**src/verilog/fmSynth_settings.svh**
```systemverilog
// ####################################################################
// build-wide constants for the two-operator FM tone generator
// widths are tied together, so PCM_BITS 12 and ACCUM_BITS 16 move as a pair
// the device decode assumes a 32-bit byte address bus
// ####################################################################

`ifndef FMSYNTH_SETTINGS_SVH
`define FMSYNTH_SETTINGS_SVH

// channel rover, one channel per clock
`define CHANNELS 16
`define CHAN_BITS 4

// phase accumulator, table index taken from the top bits
`define PHASE_BITS 20

// operator sample and final output width
`define PCM_BITS 12

// mix accumulator, four bits of headroom over a sample
`define ACCUM_BITS 16

// device match on address bits 27..16
`define DEV_SELECT 12'h008

// channel block match on address bits 15..9
`define CHN_SELECT 7'h60

// bus response codes
`define BUS_OK_READY 2'd0
`define BUS_OK_OK 2'd1

`endif

```
**src/verilog/fmSynthPkg.sv**
```systemverilog
// ####################################################################
// types shared by the FM generator RTL and its testbench
// opControl layout is the register layout seen on the bus
// ####################################################################

`include "fmSynth_settings.svh"

package fmSynthPkg;

	// bus request as sampled by the device
	typedef struct packed {
		logic [31:0] addr;
		logic [31:0] wdata;
		logic rd;
		logic wr;
	} busReq;

	// bus response, two edges after the request edge
	typedef struct packed {
		logic [31:0] rdata;
		logic [1:0] ok;
	} busRsp;

	// one operator control word, msb first
	typedef struct packed {
		logic [3:0] shape;
		logic [2:0] volShift;
		logic [2:0] atten;
		logic reserved;
		// only meaningful in the carrier word
		logic fmEnable;
		logic [`PHASE_BITS-1:0] step;
	} opControl;

	// what one lane needs for one channel in one clock
	typedef struct packed {
		logic [`CHAN_BITS-1:0] chan;
		logic last;
		opControl ctrl;
		logic [`PHASE_BITS-1:0] phase;
	} chanContext;

	typedef logic signed [`PCM_BITS-1:0] opSample;

endpackage

```
**src/verilog/fmChannelSequencer.sv**
```systemverilog
// ####################################################################
// bus register bank, channel rover and phase store
// request sampled one edge late, response registered one edge after that
// phases advance at most once per frame, only in a step frame
// ####################################################################

`timescale 1ns/1ps
`include "fmSynth_settings.svh"

module fmChannelSequencer
	import fmSynthPkg::*;
(
	input logic clock,
	input logic reset,
	input busReq req,
	input logic sampleTick,
	output busRsp rsp,
	output chanContext modCtx,
	output chanContext carCtx
);

	localparam logic [`CHAN_BITS-1:0] chanLast = `CHAN_BITS'(`CHANNELS - 1);

	busReq reqQ;
	busRsp rspNext;
	logic devSel;
	logic chnSel;
	logic [`CHAN_BITS-1:0] regChan;
	logic [2:0] regSel;

	opControl carCtrl [`CHANNELS];
	opControl modCtrl [`CHANNELS];
	logic [`PHASE_BITS-1:0] carPhase [`CHANNELS];
	logic [`PHASE_BITS-1:0] modPhase [`CHANNELS];

	logic [`CHAN_BITS-1:0] rover;
	logic [`CHAN_BITS-1:0] roverLine [3];
	logic stepLine [3];
	logic tickLatch;
	logic stepFrame;

	// device and channel block decode on the registered request
	assign devSel = reqQ.addr[27:16] == `DEV_SELECT;
	assign chnSel = reqQ.addr[15:9] == `CHN_SELECT;
	assign regChan = reqQ.addr[8:5];
	assign regSel = reqQ.addr[4:2];

	always_comb
	begin
		rspNext.rdata = '0;
		rspNext.ok = `BUS_OK_READY;
		// any access to our device is acknowledged, even unmapped registers
		if (devSel && (reqQ.rd || reqQ.wr))
			rspNext.ok = `BUS_OK_OK;
		if (devSel && chnSel && reqQ.rd)
		begin
			case (regSel)
				3'd0: rspNext.rdata = carCtrl[regChan];
				3'd3: rspNext.rdata = 32'(carPhase[regChan]);
				3'd4: rspNext.rdata = modCtrl[regChan];
				3'd7: rspNext.rdata = 32'(modPhase[regChan]);
				default: rspNext.rdata = '0;
			endcase
		end
	end

	always_ff @(posedge clock)
	begin
		if (reset)
		begin
			reqQ <= '0;
			rsp.rdata <= '0;
			rsp.ok <= `BUS_OK_READY;
		end
		else
		begin
			reqQ <= req;
			rsp <= rspNext;
		end
	end

	// control writes, status registers are read only
	// phase update lands on the carrier issue slot, 3 clocks behind the rover
	always_ff @(posedge clock)
	begin
		if (reset)
		begin
			for (int i = 0; i < `CHANNELS; i++)
			begin
				carCtrl[i] <= '0;
				modCtrl[i] <= '0;
				carPhase[i] <= '0;
				modPhase[i] <= '0;
			end
		end
		else
		begin
			if (devSel && chnSel && reqQ.wr && regSel == 3'd0)
				carCtrl[regChan] <= reqQ.wdata;
			if (devSel && chnSel && reqQ.wr && regSel == 3'd4)
				modCtrl[regChan] <= reqQ.wdata;
			if (stepLine[2])
			begin
				carPhase[roverLine[2]] <= carPhase[roverLine[2]] + carCtrl[roverLine[2]].step;
				modPhase[roverLine[2]] <= modPhase[roverLine[2]] + modCtrl[roverLine[2]].step;
			end
		end
	end

	// free rover, a pending tick turns the next frame into a step frame
	always_ff @(posedge clock)
	begin
		if (reset)
		begin
			rover <= '0;
			tickLatch <= 1'b0;
			stepFrame <= 1'b0;
			roverLine <= '{default: '0};
			stepLine <= '{default: 1'b0};
		end
		else
		begin
			rover <= rover + 1'b1;
			if (rover == chanLast)
			begin
				stepFrame <= tickLatch;
				tickLatch <= sampleTick;
			end
			else if (sampleTick)
				tickLatch <= 1'b1;
			roverLine <= '{rover, roverLine[0], roverLine[1]};
			stepLine <= '{stepFrame, stepLine[0], stepLine[1]};
		end
	end

	// both contexts carry the phase before this frame's update
	always_comb
	begin
		modCtx.chan = rover;
		modCtx.last = rover == chanLast;
		modCtx.ctrl = modCtrl[rover];
		modCtx.phase = modPhase[rover];
		carCtx.chan = roverLine[2];
		carCtx.last = roverLine[2] == chanLast;
		carCtx.ctrl = carCtrl[roverLine[2]];
		carCtx.phase = carPhase[roverLine[2]];
	end

endmodule

```
**src/verilog/fmOperator.sv**
```systemverilog
// ####################################################################
// one operator lane, 3 clocks from ctx to smp
// modIn is only used with UseModulation set and fm enable on
// ####################################################################

`timescale 1ns/1ps

module fmOperator
	import fmSynthPkg::*;
#(
	parameter int UseModulation = 0
)
(
	input logic clock,
	input logic reset,
	input chanContext ctx,
	input opSample modIn,
	output opSample smp,
	output chanContext ctxOut
);

	// one full sine period, signed 8-bit
	localparam logic [7:0] sineTable [64] = '{
		8'h00, 8'h0C, 8'h18, 8'h24, 8'h30, 8'h3B, 8'h46, 8'h50,
		8'h59, 8'h62, 8'h69, 8'h70, 8'h75, 8'h79, 8'h7C, 8'h7E,
		8'h7F, 8'h7E, 8'h7C, 8'h79, 8'h75, 8'h70, 8'h69, 8'h62,
		8'h59, 8'h50, 8'h46, 8'h3B, 8'h30, 8'h24, 8'h18, 8'h0C,
		8'h00, 8'hF4, 8'hE8, 8'hDC, 8'hD0, 8'hC5, 8'hBA, 8'hB0,
		8'hA7, 8'h9E, 8'h97, 8'h90, 8'h8B, 8'h87, 8'h84, 8'h82,
		8'h81, 8'h82, 8'h84, 8'h87, 8'h8B, 8'h90, 8'h97, 8'h9E,
		8'hA7, 8'hB0, 8'hBA, 8'hC5, 8'hD0, 8'hDC, 8'hE8, 8'hF4
	};

	logic [5:0] fmOffset;
	logic [5:0] idxFull;
	logic [5:0] idxHalf;
	chanContext s1Ctx;
	logic [7:0] s1Full;
	logic [7:0] s1Half;
	logic [5:0] s1Idx;
	logic [7:0] shaped;
	logic [7:0] bias;
	chanContext s2Ctx;
	opSample s2Val;
	opSample attenVal;

	// phase modulation from the modulator output, bits 9..4
	assign fmOffset = (UseModulation != 0 && ctx.ctrl.fmEnable) ? modIn[9:4] : 6'd0;
	assign idxFull = ctx.phase[19:14] + fmOffset;
	// double-rate index for shapes 4 and 5
	assign idxHalf = ctx.phase[18:13] + fmOffset;

	// shape and its bias correction
	always_comb
	begin
		case (s1Ctx.ctrl.shape)
			4'h1: shaped = s1Full[7] ? 8'h00 : s1Full;
			4'h2: shaped = s1Full[7] ? ~s1Full : s1Full;
			4'h3: shaped = s1Ctx.phase[18] ? 8'h00 : s1Full;
			4'h4: shaped = s1Ctx.phase[18] ? 8'h00 : s1Half;
			4'h5: shaped = s1Ctx.phase[18] ? 8'h00 : (s1Half[7] ? ~s1Half : s1Half);
			// square
			4'h6: shaped = s1Full[7] ? 8'h80 : 8'h7F;
			// saw from the index itself
			4'h7: shaped = {s1Idx[5], ~s1Idx[4:0], ~s1Idx[5:4]};
			default: shaped = s1Full;
		endcase
		case (s1Ctx.ctrl.shape)
			4'h1, 4'h3, 4'h5: bias = 8'h28;
			4'h2: bias = 8'h50;
			default: bias = 8'h00;
		endcase
	end

	// attenuation taps are all taken from the unattenuated value
	always_comb
	begin
		attenVal = s2Val;
		if (s2Ctx.ctrl.atten[0])
			attenVal = attenVal - (s2Val >>> 3);
		if (s2Ctx.ctrl.atten[1])
			attenVal = attenVal - (s2Val >>> 2);
		if (s2Ctx.ctrl.atten[2])
			attenVal = attenVal - (s2Val >>> 1);
	end

	always_ff @(posedge clock)
	begin
		if (reset)
		begin
			s1Ctx <= '0;
			s1Full <= '0;
			s1Half <= '0;
			s1Idx <= '0;
			s2Ctx <= '0;
			s2Val <= '0;
			ctxOut <= '0;
			smp <= '0;
		end
		else
		begin
			s1Ctx <= ctx;
			s1Full <= sineTable[idxFull];
			s1Half <= sineTable[idxHalf];
			s1Idx <= idxFull;
			// widen by sign plus three zero bits
			s2Ctx <= s1Ctx;
			s2Val <= {shaped[7], shaped, 3'b000} - {1'b0, bias, 3'b000};
			ctxOut <= s2Ctx;
			smp <= attenVal >>> s2Ctx.ctrl.volShift;
		end
	end

endmodule

```
**src/verilog/fmVoiceMixer.sv**
```systemverilog
// ####################################################################
// channel mix, mute and frame output
// expects the carrier result with its own context, modulator 3 clocks earlier
// an add that would overflow the accumulator is dropped
// ####################################################################

`timescale 1ns/1ps
`include "fmSynth_settings.svh"

module fmVoiceMixer
	import fmSynthPkg::*;
(
	input logic clock,
	input logic reset,
	input opSample modSmp,
	input opSample carSmp,
	input chanContext carCtx,
	output logic [`PCM_BITS-1:0] outPcm
);

	opSample modDelay [3];
	logic signed [`ACCUM_BITS-1:0] chanVal;
	logic signed [`ACCUM_BITS-1:0] accum;
	logic signed [`ACCUM_BITS-1:0] base;
	logic signed [`ACCUM_BITS-1:0] sum;
	logic frameEndQ;
	logic [`PCM_BITS-1:0] pcmNext;

	// channel value, modulator only added in additive mode
	always_comb
	begin
		chanVal = carSmp;
		if (!carCtx.ctrl.fmEnable)
			chanVal = chanVal + modDelay[2];
		// silent channel, step too small to be heard
		if (carCtx.ctrl.step[19:8] == '0)
			chanVal = '0;
	end

	// first channel of a frame starts from zero
	always_comb
	begin
		base = frameEndQ ? '0 : accum;
		sum = base + chanVal;
		if ((base[`ACCUM_BITS-1] == chanVal[`ACCUM_BITS-1]) &&
			(sum[`ACCUM_BITS-1] != base[`ACCUM_BITS-1]))
			sum = base;
	end

	// saturate when the top bits are not a plain sign extension
	always_comb
	begin
		pcmNext = accum[`PCM_BITS:1];
		if ((accum[`ACCUM_BITS-1:`PCM_BITS] != '0) && (accum[`ACCUM_BITS-1:`PCM_BITS] != '1))
			pcmNext = accum[`ACCUM_BITS-1] ? {1'b1, {(`PCM_BITS-1){1'b0}}} :
				{1'b0, {(`PCM_BITS-1){1'b1}}};
	end

	always_ff @(posedge clock)
	begin
		if (reset)
		begin
			modDelay <= '{default: '0};
			accum <= '0;
			frameEndQ <= 1'b0;
			outPcm <= '0;
		end
		else
		begin
			// line up the modulator with the carrier result
			modDelay <= '{modSmp, modDelay[0], modDelay[1]};
			accum <= sum;
			frameEndQ <= carCtx.last;
			if (frameEndQ)
				outPcm <= pcmNext;
		end
	end

endmodule

```
**src/verilog/fmSynthTop.sv**
```systemverilog
// ####################################################################
// 16-channel two-operator FM tone generator, mono 12-bit PCM out
// sampleTick pulses must be at least 48 clocks apart
// outPcm updates once per 16-clock channel frame
// ####################################################################

`timescale 1ns/1ps
`include "fmSynth_settings.svh"

module fmSynthTop
	import fmSynthPkg::*;
(
	input logic clock,
	input logic reset,
	input busReq req,
	input logic sampleTick,
	output busRsp rsp,
	output logic [`PCM_BITS-1:0] outPcm
);

	chanContext modCtx;
	chanContext carCtx;
	chanContext carOutCtx;
	opSample modSmp;
	opSample carSmp;

	// register bank, rover and phase store
	fmChannelSequencer sequencer (
		.clock(clock),
		.reset(reset),
		.req(req),
		.sampleTick(sampleTick),
		.rsp(rsp),
		.modCtx(modCtx),
		.carCtx(carCtx)
	);

	// modulator lane has no modulation input
	fmOperator #(.UseModulation(0)) modLane (
		.clock(clock),
		.reset(reset),
		.ctx(modCtx),
		.modIn('0),
		.smp(modSmp),
		.ctxOut()
	);

	// carrier lane, modulator sample arrives together with carCtx
	fmOperator #(.UseModulation(1)) carLane (
		.clock(clock),
		.reset(reset),
		.ctx(carCtx),
		.modIn(modSmp),
		.smp(carSmp),
		.ctxOut(carOutCtx)
	);

	fmVoiceMixer mixer (
		.clock(clock),
		.reset(reset),
		.modSmp(modSmp),
		.carSmp(carSmp),
		.carCtx(carOutCtx),
		.outPcm(outPcm)
	);

endmodule

```
**config.mk**
```make
export PLATFORM = sky130hd
export DESIGN_NAME = fmSynthTop
export DESIGN_NICKNAME = d
export VERILOG_FILES = /design/src/verilog/fmSynthPkg.sv /design/src/verilog/fmChannelSequencer.sv /design/src/verilog/fmOperator.sv /design/src/verilog/fmVoiceMixer.sv /design/src/verilog/fmSynthTop.sv
export VERILOG_INCLUDE_DIRS = /design/src /design/src/verilog
export SDC_FILE = /design/constraint.sdc
export NUM_CORES = 2
export LEC_CHECK = 0
export BUFFER_PORTS_ARGS = -buffer_cell sky130_fd_sc_hd__buf_2
export CELL_PAD_IN_SITES_DETAIL_PLACEMENT = 2
export CELL_PAD_IN_SITES_GLOBAL_PLACEMENT = 2
export CORE_ASPECT_RATIO = 0.75
export CORE_MARGIN = 3
export CORE_UTILIZATION = 40
export CTS_CLUSTER_DIAMETER = 150
export DETAILED_ROUTE_END_ITERATION = 6
export PLACE_DENSITY = 0.79
export RECOVER_POWER = 25
export SYNTH_ARGS = -nofsm -noshare
export SYNTH_HDL_FRONTEND = slang
export SYNTH_HIERARCHICAL = 1
export SYNTH_SLANG_ARGS = --single-unit
export TNS_END_PERCENT = 100
```
**constraint.sdc**
```tcl
create_clock -name clock -period 5.15 [get_ports clock]
set_input_delay 0.515 -clock clock [delete_from_list [all_inputs] [get_ports clock]]
set_output_delay 0.515 -clock clock [all_outputs]
set_load 0.02 [all_outputs]
```
; Yosys cells after proc, flatten, opt, wreduce, memory -nomap -nowiden
; Memory sizes are Yosys's and may differ from the RTL's. A register that Yosys moved wholly into a read port is not among the register bits.
; Index checks and enable logic that the tools add are counted.
[word_totals]
reg_bits = 368
inputBits = 69
output_inout_bits = 46
ramBits = 1664
mem_count = 8
wordCells = 194
romBits = 2048
[memory_table]
columns = memory, words, word_bits, rd, rd_clocked_by_memory_dff, write_ports, line
row1 = (name not given), 64, 8, 1, 1, 0, fmOperator.sv:103  ; s1Full <= sineTable[idxFull];
row2 = (name not given), 64, 8, 1, 1, 0, fmOperator.sv:104  ; s1Half <= sineTable[idxHalf];
row3 = (name not given), 64, 8, 1, 1, 0, fmOperator.sv:103
row4 = (name not given), 64, 8, 1, 1, 0, fmOperator.sv:104
row5 = sequencer.carCtrl, 16, 32, 2, 2, 16, fmChannelSequencer.sv:31  ; opControl carCtrl [`CHANNELS];
row6 = sequencer.modCtrl, 16, 32, 3, 3, 16, fmChannelSequencer.sv:32  ; opControl modCtrl [`CHANNELS];
row7 = 2 more memories, -, -, -, -, -, -
[op_classes]
bitwise_logic = 13
n_eq_ne = 24
n_addsub = 15
muxes = 67
reduce_logical = 20
shifts = 2
[op_table]
columns = cell, n
row1 = 32-bit case mux with 4 select lines, 1
row2 = 8-bit case mux with 7 select lines, 2
row3 = 12-bit 2-to-1 mux, 8
row4 = 8-bit 2-to-1 mux, 12
row5 = 16-bit 2-to-1 mux, 4
row6 = 32-bit 2-to-1 mux, 2
row7 = 32-bit OR reduction, 2
row8 = 4-bit 2-to-1 mux, 13
row9 = 20-bit adder, 2
row10 = 20-bit 2-to-1 mux, 2
row11 = 20-bit OR reduction, 2
row12 = "4-bit by 3-bit equality test with 1-bit output, second input constant", 8
row13 = 8-bit NOT, 4
row14 = 6-bit NOT with 7-bit output, 4
row15 = 7-bit case mux with 2 select lines, 2
row16 = 12-bit by 3-bit >>> shifter with 12-bit output, 2
row17 = 11-bit by 11-bit subtractor with 12-bit output, 2
row18 = 12-bit by 10-bit subtractor with 12-bit output, 2
row19 = 12-bit by 11-bit subtractor with 12-bit output, 2
row20 = 12-bit by 9-bit subtractor with 12-bit output, 2
row21 = 1-bit 2-to-1 mux, 18
row22 = 16-bit adder, 1
row23 = "4-bit by 2-bit equality test with 1-bit output, second input constant", 4
row24 = 7-bit 2-to-1 mux, 2
row25 = other kinds (24), 38

; Logic depth before layout (Yosys ltp)
[logic_depth]
depth_word = 9
mapped_depth = 24
ltp_nobuf = 23

; By module
; Netlist, hierarchy kept.
[modules_own_cells]
columns = mod, cells_per_inst, area_each_um2, seq_area_each_um2, instances
row1 = fmChannelSequencer, 5843, 95105.0, 52250.1, 1
row2 = fmOperator (carLane), 1159, 10398.7, 4284.1, 1
row3 = fmOperator (modLane), 1123, 9925.8, 4164.0, 1
row4 = fmVoiceMixer, 401, 3544.6, 1301.2, 1
row5 = fmSynthTop, 1, 3.8, 0.0, 1

; Worst setup path before layout
; OpenSTA, ideal clock, no wires.
[synth_path]
path_type = register to register
from = reg sequencer.roverLine (netlist bit sequencer/carCtx[53])
to = mem sequencer/modPhase[11][16] (netlist bit), data pin
setup_ps = 267
n_path_buf = 4
period_less_slack_ps = 5214
required_time_ps = 4883
t_arrival_ps = 4946
slack_ps = -64
stages_incl_launch_ff = 17
path_cell_list = dfxtp_1 > buf_2 > buf_2 > buf_1 > mux4_2 > mux4_2 > ha_1 > fa_1 > a21o_1 > a21oi_1 > o21bai_1 > a21oi_1 > o22ai_1 > o41ai_1 > xor2_1 > buf_2 > nor2_1
[synth_rtl]
columns = element, line
row1 = start: declaration, fmChannelSequencer.sv:37  ; logic [`CHAN_BITS-1:0] roverLine [3];
row2 = start signal: assignment, fmChannelSequencer.sv:131  ; roverLine <= '{rover, roverLine[0], roverLine[1]};
row3 = end: declaration, fmChannelSequencer.sv:34  ; logic [`PHASE_BITS-1:0] modPhase [`CHANNELS];

; Worst setup path in the final report
[layout_path]
from = reg modLane.s2Val[7]
to = reg modLane.smp[4]
[layout_via]
elab_chain_len = 7
[layout_rtl]
columns = element, line
row1 = start: declaration, fmOperator.sv:44  ; opSample s2Val;
row2 = start signal: assignment, fmOperator.sv:108  ; s2Val <= {shaped[7], shaped, 3'b000} - {1'b0, bias, 3'b000};
row3 = 12-bit by 9-bit subtractor with 12-bit output, fmOperator.sv:80  ; attenVal = attenVal - (s2Val >>> 3);
row4 = 12-bit 2-to-1 mux, fmOperator.sv:79  ; if (s2Ctx.ctrl.atten[0])
row5 = 12-bit by 10-bit subtractor with 12-bit output, fmOperator.sv:82  ; attenVal = attenVal - (s2Val >>> 2);
row6 = 12-bit 2-to-1 mux, fmOperator.sv:81  ; if (s2Ctx.ctrl.atten[1])
row7 = 12-bit by 11-bit subtractor with 12-bit output, fmOperator.sv:84  ; attenVal = attenVal - (s2Val >>> 1);
row8 = 12-bit 2-to-1 mux (*), fmOperator.sv:83  ; if (s2Ctx.ctrl.atten[2])
row9 = 12-bit by 3-bit >>> shifter with 12-bit output (*), fmOperator.sv:110  ; smp <= attenVal >>> s2Ctx.ctrl.volShift;
row10 = end signal: assignment, fmOperator.sv:110
row11 = end: declaration, fmOperator.sv:18  ; output opSample smp,
; Every way passes the cells marked *; elsewhere a longest branch is shown, timed or not.
; A chain may end at the register's enable or synchronous reset.

==> results.yml <==
place:
  numPortBuffers: 107
  post_dp_cell_area_mm2: 0.1140
  dp_hpwl_mm: 264.6
  place.gp.congestion: 0.8391
pwr:
  combPwrFrac_pct: 20.9
  internal-power_mw: 30.84
  vdd_ir_drop_max_mv: 0.2730
  clockPowerShare_pct: 36.4
  power_density_mw_per_mm2: 356.9
  switching_share_pct: 29.73
  p_sw_mw: 13.05
  leakagePower_nw: 43.45
  finalPower_mw: 43.89
  p_seq_share_pct: 42.7
drt:
  viasPerCell: 6.666
  wl_mm: 445.4
  drt_iter0_markers: 11160
  route.detailed.drc: 0
  wl_per_cell_um: 38.27
  ant_nets: 0
  dr.pass1.iters: 5
  vias: 77580
grt:
  antenna_found_initial: 35
  grt_pass1_wl_mm: 621.3
  grt_pass1_vias: 82430
  grt.total_usage_pct: 31.04
  grt_start_max_net_pins: 151
  overflow: 0
critical_path:
  slowest_stage: "o211ai_1"
  path_buf_inv: 5
  crit_path_start_kind: "register"
  crit_chain: "inv_2 > ha_4 > buf_4 > o21a_1 > o22ai_2 > xnor2_2 > mux2i_2 > inv_1 > ha_4 > buf_4 > o211ai_1 > a21oi_1 > a211oi_2 > a21oi_1 > ha_1 > and2_4 > o221ai_4 > buf_6 > a211o_1 > nand4_1 > o21ai_2 > a311o_1 > a311oi_2"
  cp-end-kind: "register"
  required_ns: 5.94
  slowest_delay_ns: 0.39
  arrival_ns: 6.30
  worstPathMaxFanout: 4
  regToRegSetupSlack_ns: -0.36
  crit_family: "compound AO/OA/AOI/OAI gates"
  criticalPathCategory: "register to register"
clock_network:
  cts-root-buf: "clkbuf_16"
  clk_latency_ns: 0.94
  cts_tree: "yes"
  numCtsBuffers: 216
  cts.htree.levels: 4
  clk_pin_slew_ns: 0.07
  clk_path_buf_depth: 4
  cts.sinks: 2004
sta:
  slew_headroom_pct: -135.0
  hold_viol: 0
  rsz0062_at_grt: "yes"
  slew_viol_final: 184
  period_share_pct: 106.9
  max_freq_mhz: 181.6
  fin_skew_ns: 0.06564
  fin_ws_ns: -0.3578
  worst_pin_slew_ns: 3.525
  setup_violations: 9
  setup_tns_ns: -2.256
  min_period_ns: 5.508
finish:
  nets: 8140
  final_area_mm2: 0.1230
  utilization_pct: 46.00
  drive_gt1_share_pct: 28.09
  areaGrowthSynthToFinish_pct: 13.93
floorplan:
  dieArea_mm2: 0.2762
  chipHeight_um: 455.9
  ios: 115
  die_x_um: 605.9
  num_rows: 164
  initial_utilization_pct: 40.38
  coreArea_mm2: 0.2674
synth:
  syn_inst: 7791
  synth_area_mm2: 0.1080
  syn-num-nets: 8048
  avgSynthCellArea_um2: 13.86
  synth_warnings: 6
hold_path:
  holdCritPathClass: "input pin to register"
run_status:
  status: "complete, but fails checks"
  violations: "capacitance limit, slew limit, setup timing"
run:
  maxCapViolations: 3
[sequential cells by signal, indices dropped and copies added, names as in the netlist, 9 cells and up]
signal,cells
sequencer/modPhase,320
mixer/outPcm,12
modLane/s1Ctx,16
sequencer/carPhase,320
carLane/ctxOut,14
sequencer/carCtrl,512
carLane/s2Val,9
carLane/s1Ctx,25
sequencer/rsp,33
sequencer/reqQ,53
modLane/s2Val,9
carLane/s2Ctx,20
modLane/smp,12
mixer/modDelay,36
sequencer/modCtrl,512
mixer/accum,16
carLane/smp,12
[what timing repair did]
item                                    4_1_cts  5_1_grt
hold buffers                                 61        0
setup buffers                                18       35
cloned                                        0        2
gates resized for setup                      48      161
pin swaps                                    10       60
endpoints found under the setup margin       51      122
hold endpoints to repair                     64        0
[cells in the final DEF (no fill, tap or decap), types with 34 or more instances in the layout]
cell	instances
and2_1	1034
mux2i_1	41
inv_1	92
xnor2_1	59
a21o_1	45
clkbuf_16	224
dfxtp_1	317
edfxtp_1	1664
clkbuf_1	49
ha_1	147
nand2b_1	34
nand2_1	177
nor2b_1	220
buf_12	52
mux4_2	1071
a22oi_1	57
a21oi_1	197
nor2_1	908
nor3_1	76
or2_2	48
o21ai_0	101
dlygate4sd3_1	61
buf_2	106
xor2_1	38
a211oi_1	45
clkinv_1	39
nand3_1	36
buf_4	368
clkinv_2	36
[worst reg2reg max path, cell delays in order, from the launching register on]
cell	delay (ns)
dfxtp_4	0.36
inv_2	0.11
ha_4	0.24
buf_4	0.15
o21a_1	0.22
o22ai_2	0.23
xnor2_2	0.13
mux2i_2	0.29
inv_1	0.14
ha_4	0.25
buf_4	0.16
o211ai_1	0.40
a21oi_1	0.19
a211oi_2	0.36
a21oi_1	0.13
ha_1	0.33
and2_4	0.16
o221ai_4	0.12
buf_6	0.15
a211o_1	0.30
nand4_1	0.19
o21ai_2	0.12
a311o_1	0.39
a311oi_2	0.27
[metrics by stage]
| stage | instances | hold WS, ns | setup slack, ns |
|---|---|---|---|
| floorplan | 7791 | 0.4138 | 0.1691 |
| global placement | 11120 | 0.4181 | -0.1839 |
| detailed placement | 11120 | 0.4289 | -0.5076 |
| CTS | 11590 | 0.003676 | -0.02463 |
| global route | 11630 | 0.008660 | -0.4257 |
| finish | 11640 | 0.03404 | -0.3578 |
[final timing paths]
path	start	endpoint	cells after the start
setup / recovery	modLane/s2Val[7]	modLane/smp[4]	23
hold / removal	req[14]	sequencer/reqQ[14]	2
setup reg to reg	modLane/s2Val[7]	modLane/smp[4]	23
hold reg to reg	mixer/modDelay[21]	mixer/modDelay[9]	1
[area by class of cell]
type / instances / area (um2)
antenna: 9 / 22.52
fill: 25100 / 144400
clock buffer: 292 / 6011
clock inverter: 104 / 940.9
sequential: 2004 / 56840
timing repair buffer: 602 / 5167
tap: 3569 / 4466
multi-input combinational: 4951 / 49140
inverter: 108 / 407.9
[power by group through the flow]
| stage | Clock (mW) | Sequential, mW | Combinational (mW) |
|---|---|---|---|
| CTS | 16.0 | 18.7 | 8.06 |
| detailed placement | 0 | 19.0 | 7.65 |
| floorplan | 0 | 18.6 | 4.94 |
| global route | 16.7 | 18.8 | 9.68 |
| finish | 16.0 | 18.7 | 9.19 |
| global placement | 0 | 18.9 | 7.28 |
[layer usage]
metal  vias up  global-route usage (%)  wire length [um]
li1      29790                       -                 -
met1     41180                   41.24            163700
met2      5395                   48.63            206600
met3      1209                   6.664             50740
met4         8                   14.50             24330
met5         -                       0                55
(Power assumes the default switching activity.)
